`src/logic/rv_pkg.sv`:
```
// RV32I core package
`default_nettype none

package rv_pkg;

	localparam int xlen       = 32;
	localparam int iaddr_w    = 10; // byte address over a 1024-byte space
	localparam int dmem_words = 256;

	// major opcodes of the supported subset
	localparam logic [6:0] op_rtype  = 7'b0110011;
	localparam logic [6:0] op_itype  = 7'b0010011;
	localparam logic [6:0] op_load   = 7'b0000011;
	localparam logic [6:0] op_store  = 7'b0100011;
	localparam logic [6:0] op_branch = 7'b1100011;
	localparam logic [6:0] op_lui    = 7'b0110111;
	localparam logic [6:0] op_auipc  = 7'b0010111;

	typedef enum logic [3:0] {
		alu_add,
		alu_sub,
		alu_and,
		alu_or,
		alu_xor,
		alu_slt,
		alu_sll,
		alu_srl,
		alu_sra
	} alu_op_e;

	// first ALU operand, zero for lui and pc for auipc
	typedef enum logic [1:0] {
		asrc_rs1,
		asrc_pc,
		asrc_zero
	} asrc_e;

	typedef struct packed {
		logic [6:0] funct7;
		logic [4:0] rs2;
		logic [4:0] rs1;
		logic [2:0] funct3;
		logic [4:0] rd;
		logic [6:0] opcode;
	} r_fmt_t;

	typedef struct packed {
		logic [11:0] imm;
		logic [4:0]  rs1;
		logic [2:0]  funct3;
		logic [4:0]  rd;
		logic [6:0]  opcode;
	} i_fmt_t;

	typedef struct packed {
		logic [6:0] imm_hi;
		logic [4:0] rs2;
		logic [4:0] rs1;
		logic [2:0] funct3;
		logic [4:0] imm_lo;
		logic [6:0] opcode;
	} s_fmt_t;

	typedef struct packed {
		logic       imm12;
		logic [5:0] imm10_5;
		logic [4:0] rs2;
		logic [4:0] rs1;
		logic [2:0] funct3;
		logic [3:0] imm4_1;
		logic       imm11;
		logic [6:0] opcode;
	} b_fmt_t;

	typedef struct packed {
		logic [19:0] imm;
		logic [4:0]  rd;
		logic [6:0]  opcode;
	} u_fmt_t;

	// one instruction word seen through every encoding
	typedef union packed {
		r_fmt_t r_fmt;
		i_fmt_t i_fmt;
		s_fmt_t s_fmt;
		b_fmt_t b_fmt;
		u_fmt_t u_fmt;
	} instr_u;

endpackage

`default_nettype wire
```
`src/logic/core_ifs.sv`:
```
// Core internal interfaces
`timescale 1ns/1ps
`default_nettype none

interface ctrl_if;
	logic            branch;
	logic            mem_read;
	logic            mem_write;
	logic            mem_to_reg;
	logic            reg_write;
	logic            alu_src_imm;
	rv_pkg::asrc_e   a_src;
	rv_pkg::alu_op_e alu_op;

	modport source (output branch, mem_read, mem_write, mem_to_reg, reg_write,
		alu_src_imm, a_src, alu_op);
	modport sink (input branch, mem_read, mem_write, mem_to_reg, reg_write,
		alu_src_imm, a_src, alu_op);
endinterface

interface dmem_if;
	logic [rv_pkg::iaddr_w-1:0] addr;
	logic [rv_pkg::xlen-1:0]    wdata;
	logic [rv_pkg::xlen-1:0]    rdata; // valid in the same cycle as read
	logic                       read;
	logic                       write; // commits at the next rising edge

	modport master (output addr, wdata, read, write, input rdata);
	modport slave (input addr, wdata, read, write, output rdata);
endinterface

`default_nettype wire

```
`src/logic/core.sv`:
```
// Single-cycle RV32I datapath
`timescale 1ns/1ps
`default_nettype none

module core (
	input  wire logic                       clk,
	input  wire logic                       arst_n,
	input  wire logic [rv_pkg::xlen-1:0]    idata,
	output logic      [rv_pkg::iaddr_w-1:0] iaddr,
	dmem_if.master                          dmem
);

	rv_pkg::instr_u          instr;
	logic [rv_pkg::xlen-1:0] rd1, rd2, imm;
	logic [rv_pkg::xlen-1:0] alu_a, alu_b, alu_result, wb_data;
	logic                    zero;
	logic                    take_branch;

	ctrl_if ctrl ();

	assign instr = idata;

	reg_bank i_reg_bank (.clk(clk), .arst_n(arst_n), .we(ctrl.reg_write),
		.ra1(instr.r_fmt.rs1), .ra2(instr.r_fmt.rs2), .wa(instr.r_fmt.rd),
		.wd(wb_data), .rd1(rd1), .rd2(rd2));

	imm_gen i_imm_gen (.instr(instr), .imm(imm));

	decoder i_decoder (.instr(instr), .ctrl(ctrl.source));

	always_comb begin
		case (ctrl.a_src)
			rv_pkg::asrc_pc:   alu_a = {{(rv_pkg::xlen-rv_pkg::iaddr_w){1'b0}}, iaddr}; // auipc
			rv_pkg::asrc_zero: alu_a = '0; // lui passes the immediate straight through
			default:           alu_a = rd1;
		endcase
	end

	assign alu_b = ctrl.alu_src_imm ? imm : rd2;

	alu i_alu (.a(alu_a), .b(alu_b), .op(ctrl.alu_op), .result(alu_result), .zero(zero));

	assign wb_data     = ctrl.mem_to_reg ? dmem.rdata : alu_result;
	assign take_branch = ctrl.branch & zero;

	pc_unit i_pc_unit (.clk(clk), .arst_n(arst_n), .imm(imm), .take_branch(take_branch),
		.pc(iaddr));

	assign dmem.addr  = alu_result[rv_pkg::iaddr_w-1:0]; // effective address from the ALU
	assign dmem.wdata = rd2;
	assign dmem.read  = ctrl.mem_read;
	assign dmem.write = ctrl.mem_write;

endmodule

`default_nettype wire

```
`src/logic/pc_unit.sv`:
```
// Program counter
`timescale 1ns/1ps
`default_nettype none

module pc_unit (
	input  wire logic                       clk,
	input  wire logic                       arst_n,
	input  wire logic [rv_pkg::xlen-1:0]    imm,
	input  wire logic                       take_branch,
	output logic      [rv_pkg::iaddr_w-1:0] pc
);

	logic [rv_pkg::iaddr_w-1:0] pc_plus4;
	logic [rv_pkg::iaddr_w-1:0] pc_target;

	assign pc_plus4  = pc + {{(rv_pkg::iaddr_w-3){1'b0}}, 3'd4};
	assign pc_target = pc + imm[rv_pkg::iaddr_w-1:0]; // wraps inside the fetch space

	always_ff @(posedge clk or negedge arst_n) begin
		if (!arst_n) begin
			pc <= '0;
		end else begin
			pc <= take_branch ? pc_target : pc_plus4;
		end
	end

	// branch offsets from the decoder must keep fetch on word boundaries
	pc_aligned: assert property (@(posedge clk) disable iff (!arst_n) pc[1:0] == 2'b00)
		else $error("program counter left word alignment");

endmodule

`default_nettype wire

```
`src/logic/alu.sv`:
```
// Integer ALU
`timescale 1ns/1ps
`default_nettype none

module alu (
	input  wire logic [rv_pkg::xlen-1:0] a,
	input  wire logic [rv_pkg::xlen-1:0] b,
	input  wire rv_pkg::alu_op_e         op,
	output logic      [rv_pkg::xlen-1:0] result,
	output logic                         zero
);

	logic [4:0] shamt;

	assign shamt = b[4:0]; // shifts only look at the low five bits

	always_comb begin
		case (op)
			rv_pkg::alu_add: result = a + b;
			rv_pkg::alu_sub: result = a - b;
			rv_pkg::alu_and: result = a & b;
			rv_pkg::alu_or:  result = a | b;
			rv_pkg::alu_xor: result = a ^ b;
			rv_pkg::alu_slt: begin
				result = {{(rv_pkg::xlen-1){1'b0}}, ($signed(a) < $signed(b))};
			end
			rv_pkg::alu_sll: result = a << shamt;
			rv_pkg::alu_srl: result = a >> shamt;
			rv_pkg::alu_sra: result = $unsigned($signed(a) >>> shamt); // sign bit fills in
			default:         result = '0;
		endcase
	end

	assign zero = (result == '0); // beq relies on this after a subtract

endmodule

`default_nettype wire

```
`src/logic/decoder.sv`:
```
// Main and ALU control decode
`timescale 1ns/1ps
`default_nettype none

module decoder (
	input wire rv_pkg::instr_u instr,
	ctrl_if.source             ctrl
);

	// funct3 picks the operation, alt selects sub or sra
	function automatic rv_pkg::alu_op_e funct_op(input logic [2:0] f3, input logic alt);
		rv_pkg::alu_op_e op;
		case (f3)
			3'b000:  op = alt ? rv_pkg::alu_sub : rv_pkg::alu_add;
			3'b001:  op = rv_pkg::alu_sll;
			3'b010:  op = rv_pkg::alu_slt;
			3'b100:  op = rv_pkg::alu_xor;
			3'b101:  op = alt ? rv_pkg::alu_sra : rv_pkg::alu_srl;
			3'b110:  op = rv_pkg::alu_or;
			3'b111:  op = rv_pkg::alu_and;
			default: op = rv_pkg::alu_add; // sltu is outside the subset
		endcase
		return op;
	endfunction

	logic [2:0] funct3;
	logic       bit30;

	assign funct3 = instr.r_fmt.funct3;
	assign bit30  = instr.r_fmt.funct7[5];

	always_comb begin
		ctrl.branch      = 1'b0;
		ctrl.mem_read    = 1'b0;
		ctrl.mem_write   = 1'b0;
		ctrl.mem_to_reg  = 1'b0;
		ctrl.reg_write   = 1'b0;
		ctrl.alu_src_imm = 1'b0;
		ctrl.a_src       = rv_pkg::asrc_rs1;
		ctrl.alu_op      = rv_pkg::alu_add; // address math for loads, stores and upper immediates
		case (instr.r_fmt.opcode)
			rv_pkg::op_rtype: begin
				ctrl.reg_write = 1'b1;
				ctrl.alu_op    = funct_op(funct3, bit30);
			end
			rv_pkg::op_itype: begin
				ctrl.reg_write   = 1'b1;
				ctrl.alu_src_imm = 1'b1;
				ctrl.alu_op      = funct_op(funct3, (funct3 == 3'b101) && bit30); // addi has no subi
			end
			rv_pkg::op_load: begin
				ctrl.mem_read    = 1'b1;
				ctrl.mem_to_reg  = 1'b1;
				ctrl.reg_write   = 1'b1;
				ctrl.alu_src_imm = 1'b1;
			end
			rv_pkg::op_store: begin
				ctrl.mem_write   = 1'b1;
				ctrl.alu_src_imm = 1'b1;
			end
			rv_pkg::op_branch: begin
				ctrl.branch = (funct3 == 3'b000); // only beq, taken on a zero difference
				ctrl.alu_op = rv_pkg::alu_sub;
			end
			rv_pkg::op_lui: begin
				ctrl.reg_write   = 1'b1;
				ctrl.alu_src_imm = 1'b1;
				ctrl.a_src       = rv_pkg::asrc_zero;
			end
			rv_pkg::op_auipc: begin
				ctrl.reg_write   = 1'b1;
				ctrl.alu_src_imm = 1'b1;
				ctrl.a_src       = rv_pkg::asrc_pc;
			end
			default: begin
				ctrl.reg_write = 1'b0; // unknown opcodes retire as a nop
			end
		endcase
	end

endmodule

`default_nettype wire

```
`src/logic/imm_gen.sv`:
```
// Immediate generator
`timescale 1ns/1ps
`default_nettype none

module imm_gen (
	input  wire rv_pkg::instr_u          instr,
	output logic [rv_pkg::xlen-1:0]      imm
);

	always_comb begin
		case (instr.r_fmt.opcode)
			rv_pkg::op_itype, rv_pkg::op_load: begin
				imm = {{20{instr.i_fmt.imm[11]}}, instr.i_fmt.imm};
			end
			rv_pkg::op_store: begin
				imm = {{20{instr.s_fmt.imm_hi[6]}}, instr.s_fmt.imm_hi, instr.s_fmt.imm_lo};
			end
			rv_pkg::op_branch: begin // halfword offset, bit 0 is implied zero
				imm = {{19{instr.b_fmt.imm12}}, instr.b_fmt.imm12, instr.b_fmt.imm11,
					instr.b_fmt.imm10_5, instr.b_fmt.imm4_1, 1'b0};
			end
			rv_pkg::op_lui, rv_pkg::op_auipc: begin
				imm = {instr.u_fmt.imm, 12'd0}; // upper 20 bits, low part cleared
			end
			default: begin
				imm = '0; // R-type and anything unknown carry no immediate
			end
		endcase
	end

endmodule

`default_nettype wire

```
`src/logic/reg_bank.sv`:
```
// Integer register file
`timescale 1ns/1ps
`default_nettype none

module reg_bank (
	input  wire logic                    clk,
	input  wire logic                    arst_n,
	input  wire logic                    we,
	input  wire logic [4:0]              ra1,
	input  wire logic [4:0]              ra2,
	input  wire logic [4:0]              wa,
	input  wire logic [rv_pkg::xlen-1:0] wd,
	output logic      [rv_pkg::xlen-1:0] rd1,
	output logic      [rv_pkg::xlen-1:0] rd2
);

	logic [rv_pkg::xlen-1:0] regs [32];

	always_ff @(posedge clk or negedge arst_n) begin
		if (!arst_n) begin
			for (int i = 0; i < 32; i++) begin
				regs[i] <= '0;
			end
		end else if (we && wa != 5'd0) begin // x0 never takes a write
			regs[wa] <= wd;
		end
	end

	assign rd1 = regs[ra1];
	assign rd2 = regs[ra2];

	// a fetched instruction must never see an undefined operand
	rd1_known: assert property (@(posedge clk) disable iff (!arst_n) !$isunknown(rd1))
		else $error("reg_bank read port 1 returned an unknown value");

endmodule

`default_nettype wire

```
`src/flat_wrapper.sv`:
```
// flat-port wrapper written by rule: the top's interface ports become plain ports
module core_flat 
  (clk, arst_n, idata, iaddr, dmem_addr, dmem_wdata, dmem_read, dmem_write, dmem_rdata);
  dmem_if dmem_i ();
  input  wire logic clk;
  input  wire logic arst_n;
  input  wire logic [rv_pkg::xlen-1:0] idata;
  output logic      [rv_pkg::iaddr_w-1:0] iaddr;
  output wire logic [$bits(dmem_i.addr)-1:0] dmem_addr;
  output wire logic [$bits(dmem_i.wdata)-1:0] dmem_wdata;
  output wire logic [$bits(dmem_i.read)-1:0] dmem_read;
  output wire logic [$bits(dmem_i.write)-1:0] dmem_write;
  input wire logic [$bits(dmem_i.rdata)-1:0] dmem_rdata;
  assign dmem_addr = dmem_i.addr;
  assign dmem_wdata = dmem_i.wdata;
  assign dmem_read = dmem_i.read;
  assign dmem_write = dmem_i.write;
  assign dmem_i.rdata = dmem_rdata;
  core u_core (.clk(clk), .arst_n(arst_n), .idata(idata), .iaddr(iaddr), .dmem(dmem_i));
endmodule
```
`config.mk`:
```
export PLATFORM = sky130hd
export DESIGN_NAME = core_flat
export DESIGN_NICKNAME = d
export VERILOG_FILES = /design/src/logic/rv_pkg.sv /design/src/logic/core_ifs.sv /design/src/logic/core.sv /design/src/logic/pc_unit.sv /design/src/logic/alu.sv /design/src/logic/decoder.sv /design/src/logic/imm_gen.sv /design/src/logic/reg_bank.sv /design/src/flat_wrapper.sv
export SDC_FILE = /design/constraint.sdc
export NUM_CORES = 2
export LEC_CHECK = 0
export BUFFER_PORTS_ARGS = -buffer_cell sky130_fd_sc_hd__clkbuf_2
export CORE_ASPECT_RATIO = 1.5
export CORE_MARGIN = 1.5
export CORE_UTILIZATION = 50
export DETAILED_ROUTE_END_ITERATION = 8
export HOLD_SLACK_MARGIN = 0.03
export PLACE_DENSITY = 0.62
export SETUP_SLACK_MARGIN = 0.05
export SLEW_MARGIN = 20
export SYNTH_ARGS = -nofsm -noshare
export SYNTH_HDL_FRONTEND = slang
export SYNTH_SLANG_ARGS = --single-unit
```
`constraint.sdc`:
```
create_clock -name clk -period 11.6 [get_ports clk]
set_clock_uncertainty 0.2 [all_clocks]
set_input_delay 2.32 -clock clk [delete_from_list [all_inputs] [get_ports clk]]
set_output_delay 2.32 -clock clk [all_outputs]
set_load 0.01 [all_outputs]
```
==> results.toml <==
[status]
status = "finished, final reports clean"

[setup_path]
regToRegStartpoint = "u_core.i_reg_bank.regs[775]"
worstSetupEndpoint = "dmem_addr[0]"
r2r-end = "u_core.i_pc_unit.pc[9]"
r2r_cells = 26
cp.arrival_ns = 8.74
worstPathMaxFanout = 26
crit_required_ns = 9.08
startpoint = "idata[6]"
startpoint_type = "input pin"
rrSetupSlack_ns = 3.24
critPathCaptureType = "primary output"
crit_type = "input pin to primary output"

[sta]
fin_hold_ws_ns = 0.201
setup_violations = 0
slew_viol_final = 0
fmax_mhz = 88.8
relSlewSlack_pct = 12.5
rsz0062_at_grt = "no"
setup_tns_ns = 0
fin_crit_sh_pct = 97.1
fin_crit_ns = 11.26
max_slew.worst_pin.slew_ns = 1.28
final_hold_viol_count = 0

[cts]
cts.htree.levels = 3
cts_tree = "done"
cts.sinks = 1034
cts_root_buffer = "clkbuf_16"
cts_made_buffers = 98
cts_setup_buffers = 0
insertion_delay_ns = 0.74
cts.path.max_buffers = 3
cts.clk_slew.worst_paths_ns = 0.06

[final_layout]
drive_above_1_share_pct = 27.6
nets = 6042
postLayoutCoreUtil_pct = 55.2
stdcell_area_mm2 = 0.0717
syn_to_final_growth_pct = 9.70
nFillCells = 11300

[synthesis]
yosys-top-cells-area = "dfrtp_1, mux4_2, mux2_2, mux2i_1, o21ai_0"
ys_ff_latch = 1034
synth_area_mm2 = 0.0654
syn_inst = 5982
synth_top_area_cell = "dfrtp_1"
async_flop_share_pct = 100
yosysMostFrequentCell = "dfrtp_1"
synth_cell_types = 108
syn_area_per_cell_um2 = 10.9
synth_adder_area_share_pct = 2.18
synth_top_family_by_area = "multiplexers"
ys.flop_type = "dfrtp_1"
synth_mux_area_share_pct = 30.1
synth_top_cell_area_share_pct = 39.6
synth_edf_count = 0
ys_warn_count = 0
synth_compound_area_share_pct = 14.0
synth_xor_area_share_pct = 0.456
synthSimpleGateAreaFrac_pct = 8.82
syn-num-nets = 6160
synth_common_cells = "dfrtp_1, nand2_1, o21ai_0"
seq_area_frac_synth_pct = 39.6

[place]
dpl_cell_area_mm2 = 0.0682
gp_congestion = 1.08
dp_hpwl_mm = 187
io_buffers = 119

[drt]
vias = 53800
routedWlPerCell_um = 35.9
drt-total-wl_mm = 275
drc = 0
firstDrtPassIters = 8
drtIter0Drc = 6152
ant_nets = 0
vias_per_cell = 7.01

[global_routing]
grt_pass1_vias = 53100
grt_max_degree = 171
overflow = 0
antenna_found_initial = 14
track_usage_pct = 41.3
grt_pass1_wl_mm = 394

[floorplan]
die_area_mm2 = 0.133
start_util_pct = 50.3
die_h_um = 446
core_area_mm2 = 0.130
rows = 162
die_w_um = 298
boundaryPins = 120

[min_path]
min_path_type = "register to register"
hold_depth = 0

[power]
vdd_drop_max_mv = 0.134
power_density_mw_per_mm2 = 130
p_leak_uw = 0.0326

[flow_run]
maxCapViolations = 0
-- per-layer routing --
metal	global-route usage (%)	wire [um]
met5	0	115
met4	29.2	23100
met3	8.99	25600
met2	62.7	123000
met1	52.6	104000
-- per-stage QoR --
step           total power, uW  std cells  worst slack, ns
2_1_floorplan             5010       5982             1.10
3_3_place_gp              5840       7486            0.305
3_5_place_dp              5850       7486            0.367
4_1_cts                   9260       7669            0.342
5_1_grt                   9570       7672           0.0802
6_report                  9300       7676            0.339
-- how the worst min path moves through the flow --
stage | start | end | slack, ns
after detailed placement | u_core.i_reg_bank.regs[1010] | u_core.i_reg_bank.regs[1010] | 0.19
after CTS | u_core.i_reg_bank.regs[1018] | u_core.i_reg_bank.regs[1018] | 0.20
final | u_core.i_reg_bank.regs[1022] | u_core.i_reg_bank.regs[1022] | 0.20
after floorplan | u_core.i_reg_bank.regs[1017] | u_core.i_reg_bank.regs[1017] | 0.24
after global placement | u_core.i_reg_bank.regs[1008] | u_core.i_reg_bank.regs[1008] | 0.18
after global routing | u_core.i_reg_bank.regs[1017] | u_core.i_reg_bank.regs[1017] | 0.22
-- registers in the layout, summed over array words and instances (netlist names) --
name / cells
u_core.i_pc_unit.pc: 10
u_core.i_reg_bank.regs: 1024
-- repair_timing --
item | 4_1_cts | 5_1_grt
endpoints found under the setup margin | 0 | 1
hold buffers | 0 | 0
resized for setup | 0 | 2
-- logic make-up after synthesis --
family	count (synthesis)
AO/OA/AOI/OAI	1432
XOR/XNOR	34
adder cells (fa/ha/maj)	112
buffers and inverters	719
flip-flops	1034
multiplexers	1365
AND/OR/NAND/NOR	1286
-- where the power goes --
part	internal, uW	switching, uW	total, uW
Combinational	658	1380	2040
Sequential	3720	94.3	3820
Clock	1930	1510	3440
-- cell type report --
cell class	count	area [um^2]	area share (%)
multi-input cells	4229	36800	51.4
flip-flops and latches	1034	25900	36.1
repair buffers	391	2990	4.17
clock buffers	140	2900	4.05
well taps	1722	2150	3.00
clock inverters	43	517	0.721
inverters	110	413	0.576
diodes	7	17.5	0.0244
-- critical path, cell delays in order --
cell	delay, ns
clkbuf_2	0.21
nor4bb_2	0.50
buf_4	0.25
nand3_1	0.13
ha_2	0.52
buf_12	0.29
inv_1	0.26
o21ai_0	0.16
nor4_1	0.37
and2_1	0.25
ha_1	0.26
or3_1	0.42
nor4_2	0.29
nand2_1	0.15
a21oi_1	0.36
a21oi_1	0.22
a311oi_1	0.42
o21a_1	0.16
o21ai_0	0.09
a21oi_1	0.18
nor4_1	0.06
a21oi_1	0.38
buf_4	0.19
o31ai_1	0.09
clkbuf_2	0.18
-- placed cells by master (no fill, tap or decap), drive strengths merged, types with 29 or more instances in the layout --
master / count
clkinv: 29
a21oi: 158
nor2: 195
nand2: 716
o21ai: 597
dfrtp: 1034
nand3: 98
a22oi: 181
mux4: 422
a31oi: 30
a211oi: 50
inv: 113
mux2: 544
o22a: 31
ha: 109
o22ai: 61
buf: 282
clkbuf: 249
o211ai: 30
a21o: 37
mux2i: 399
nor3: 48
nor2b: 45
(Power assumes the default switching activity.)
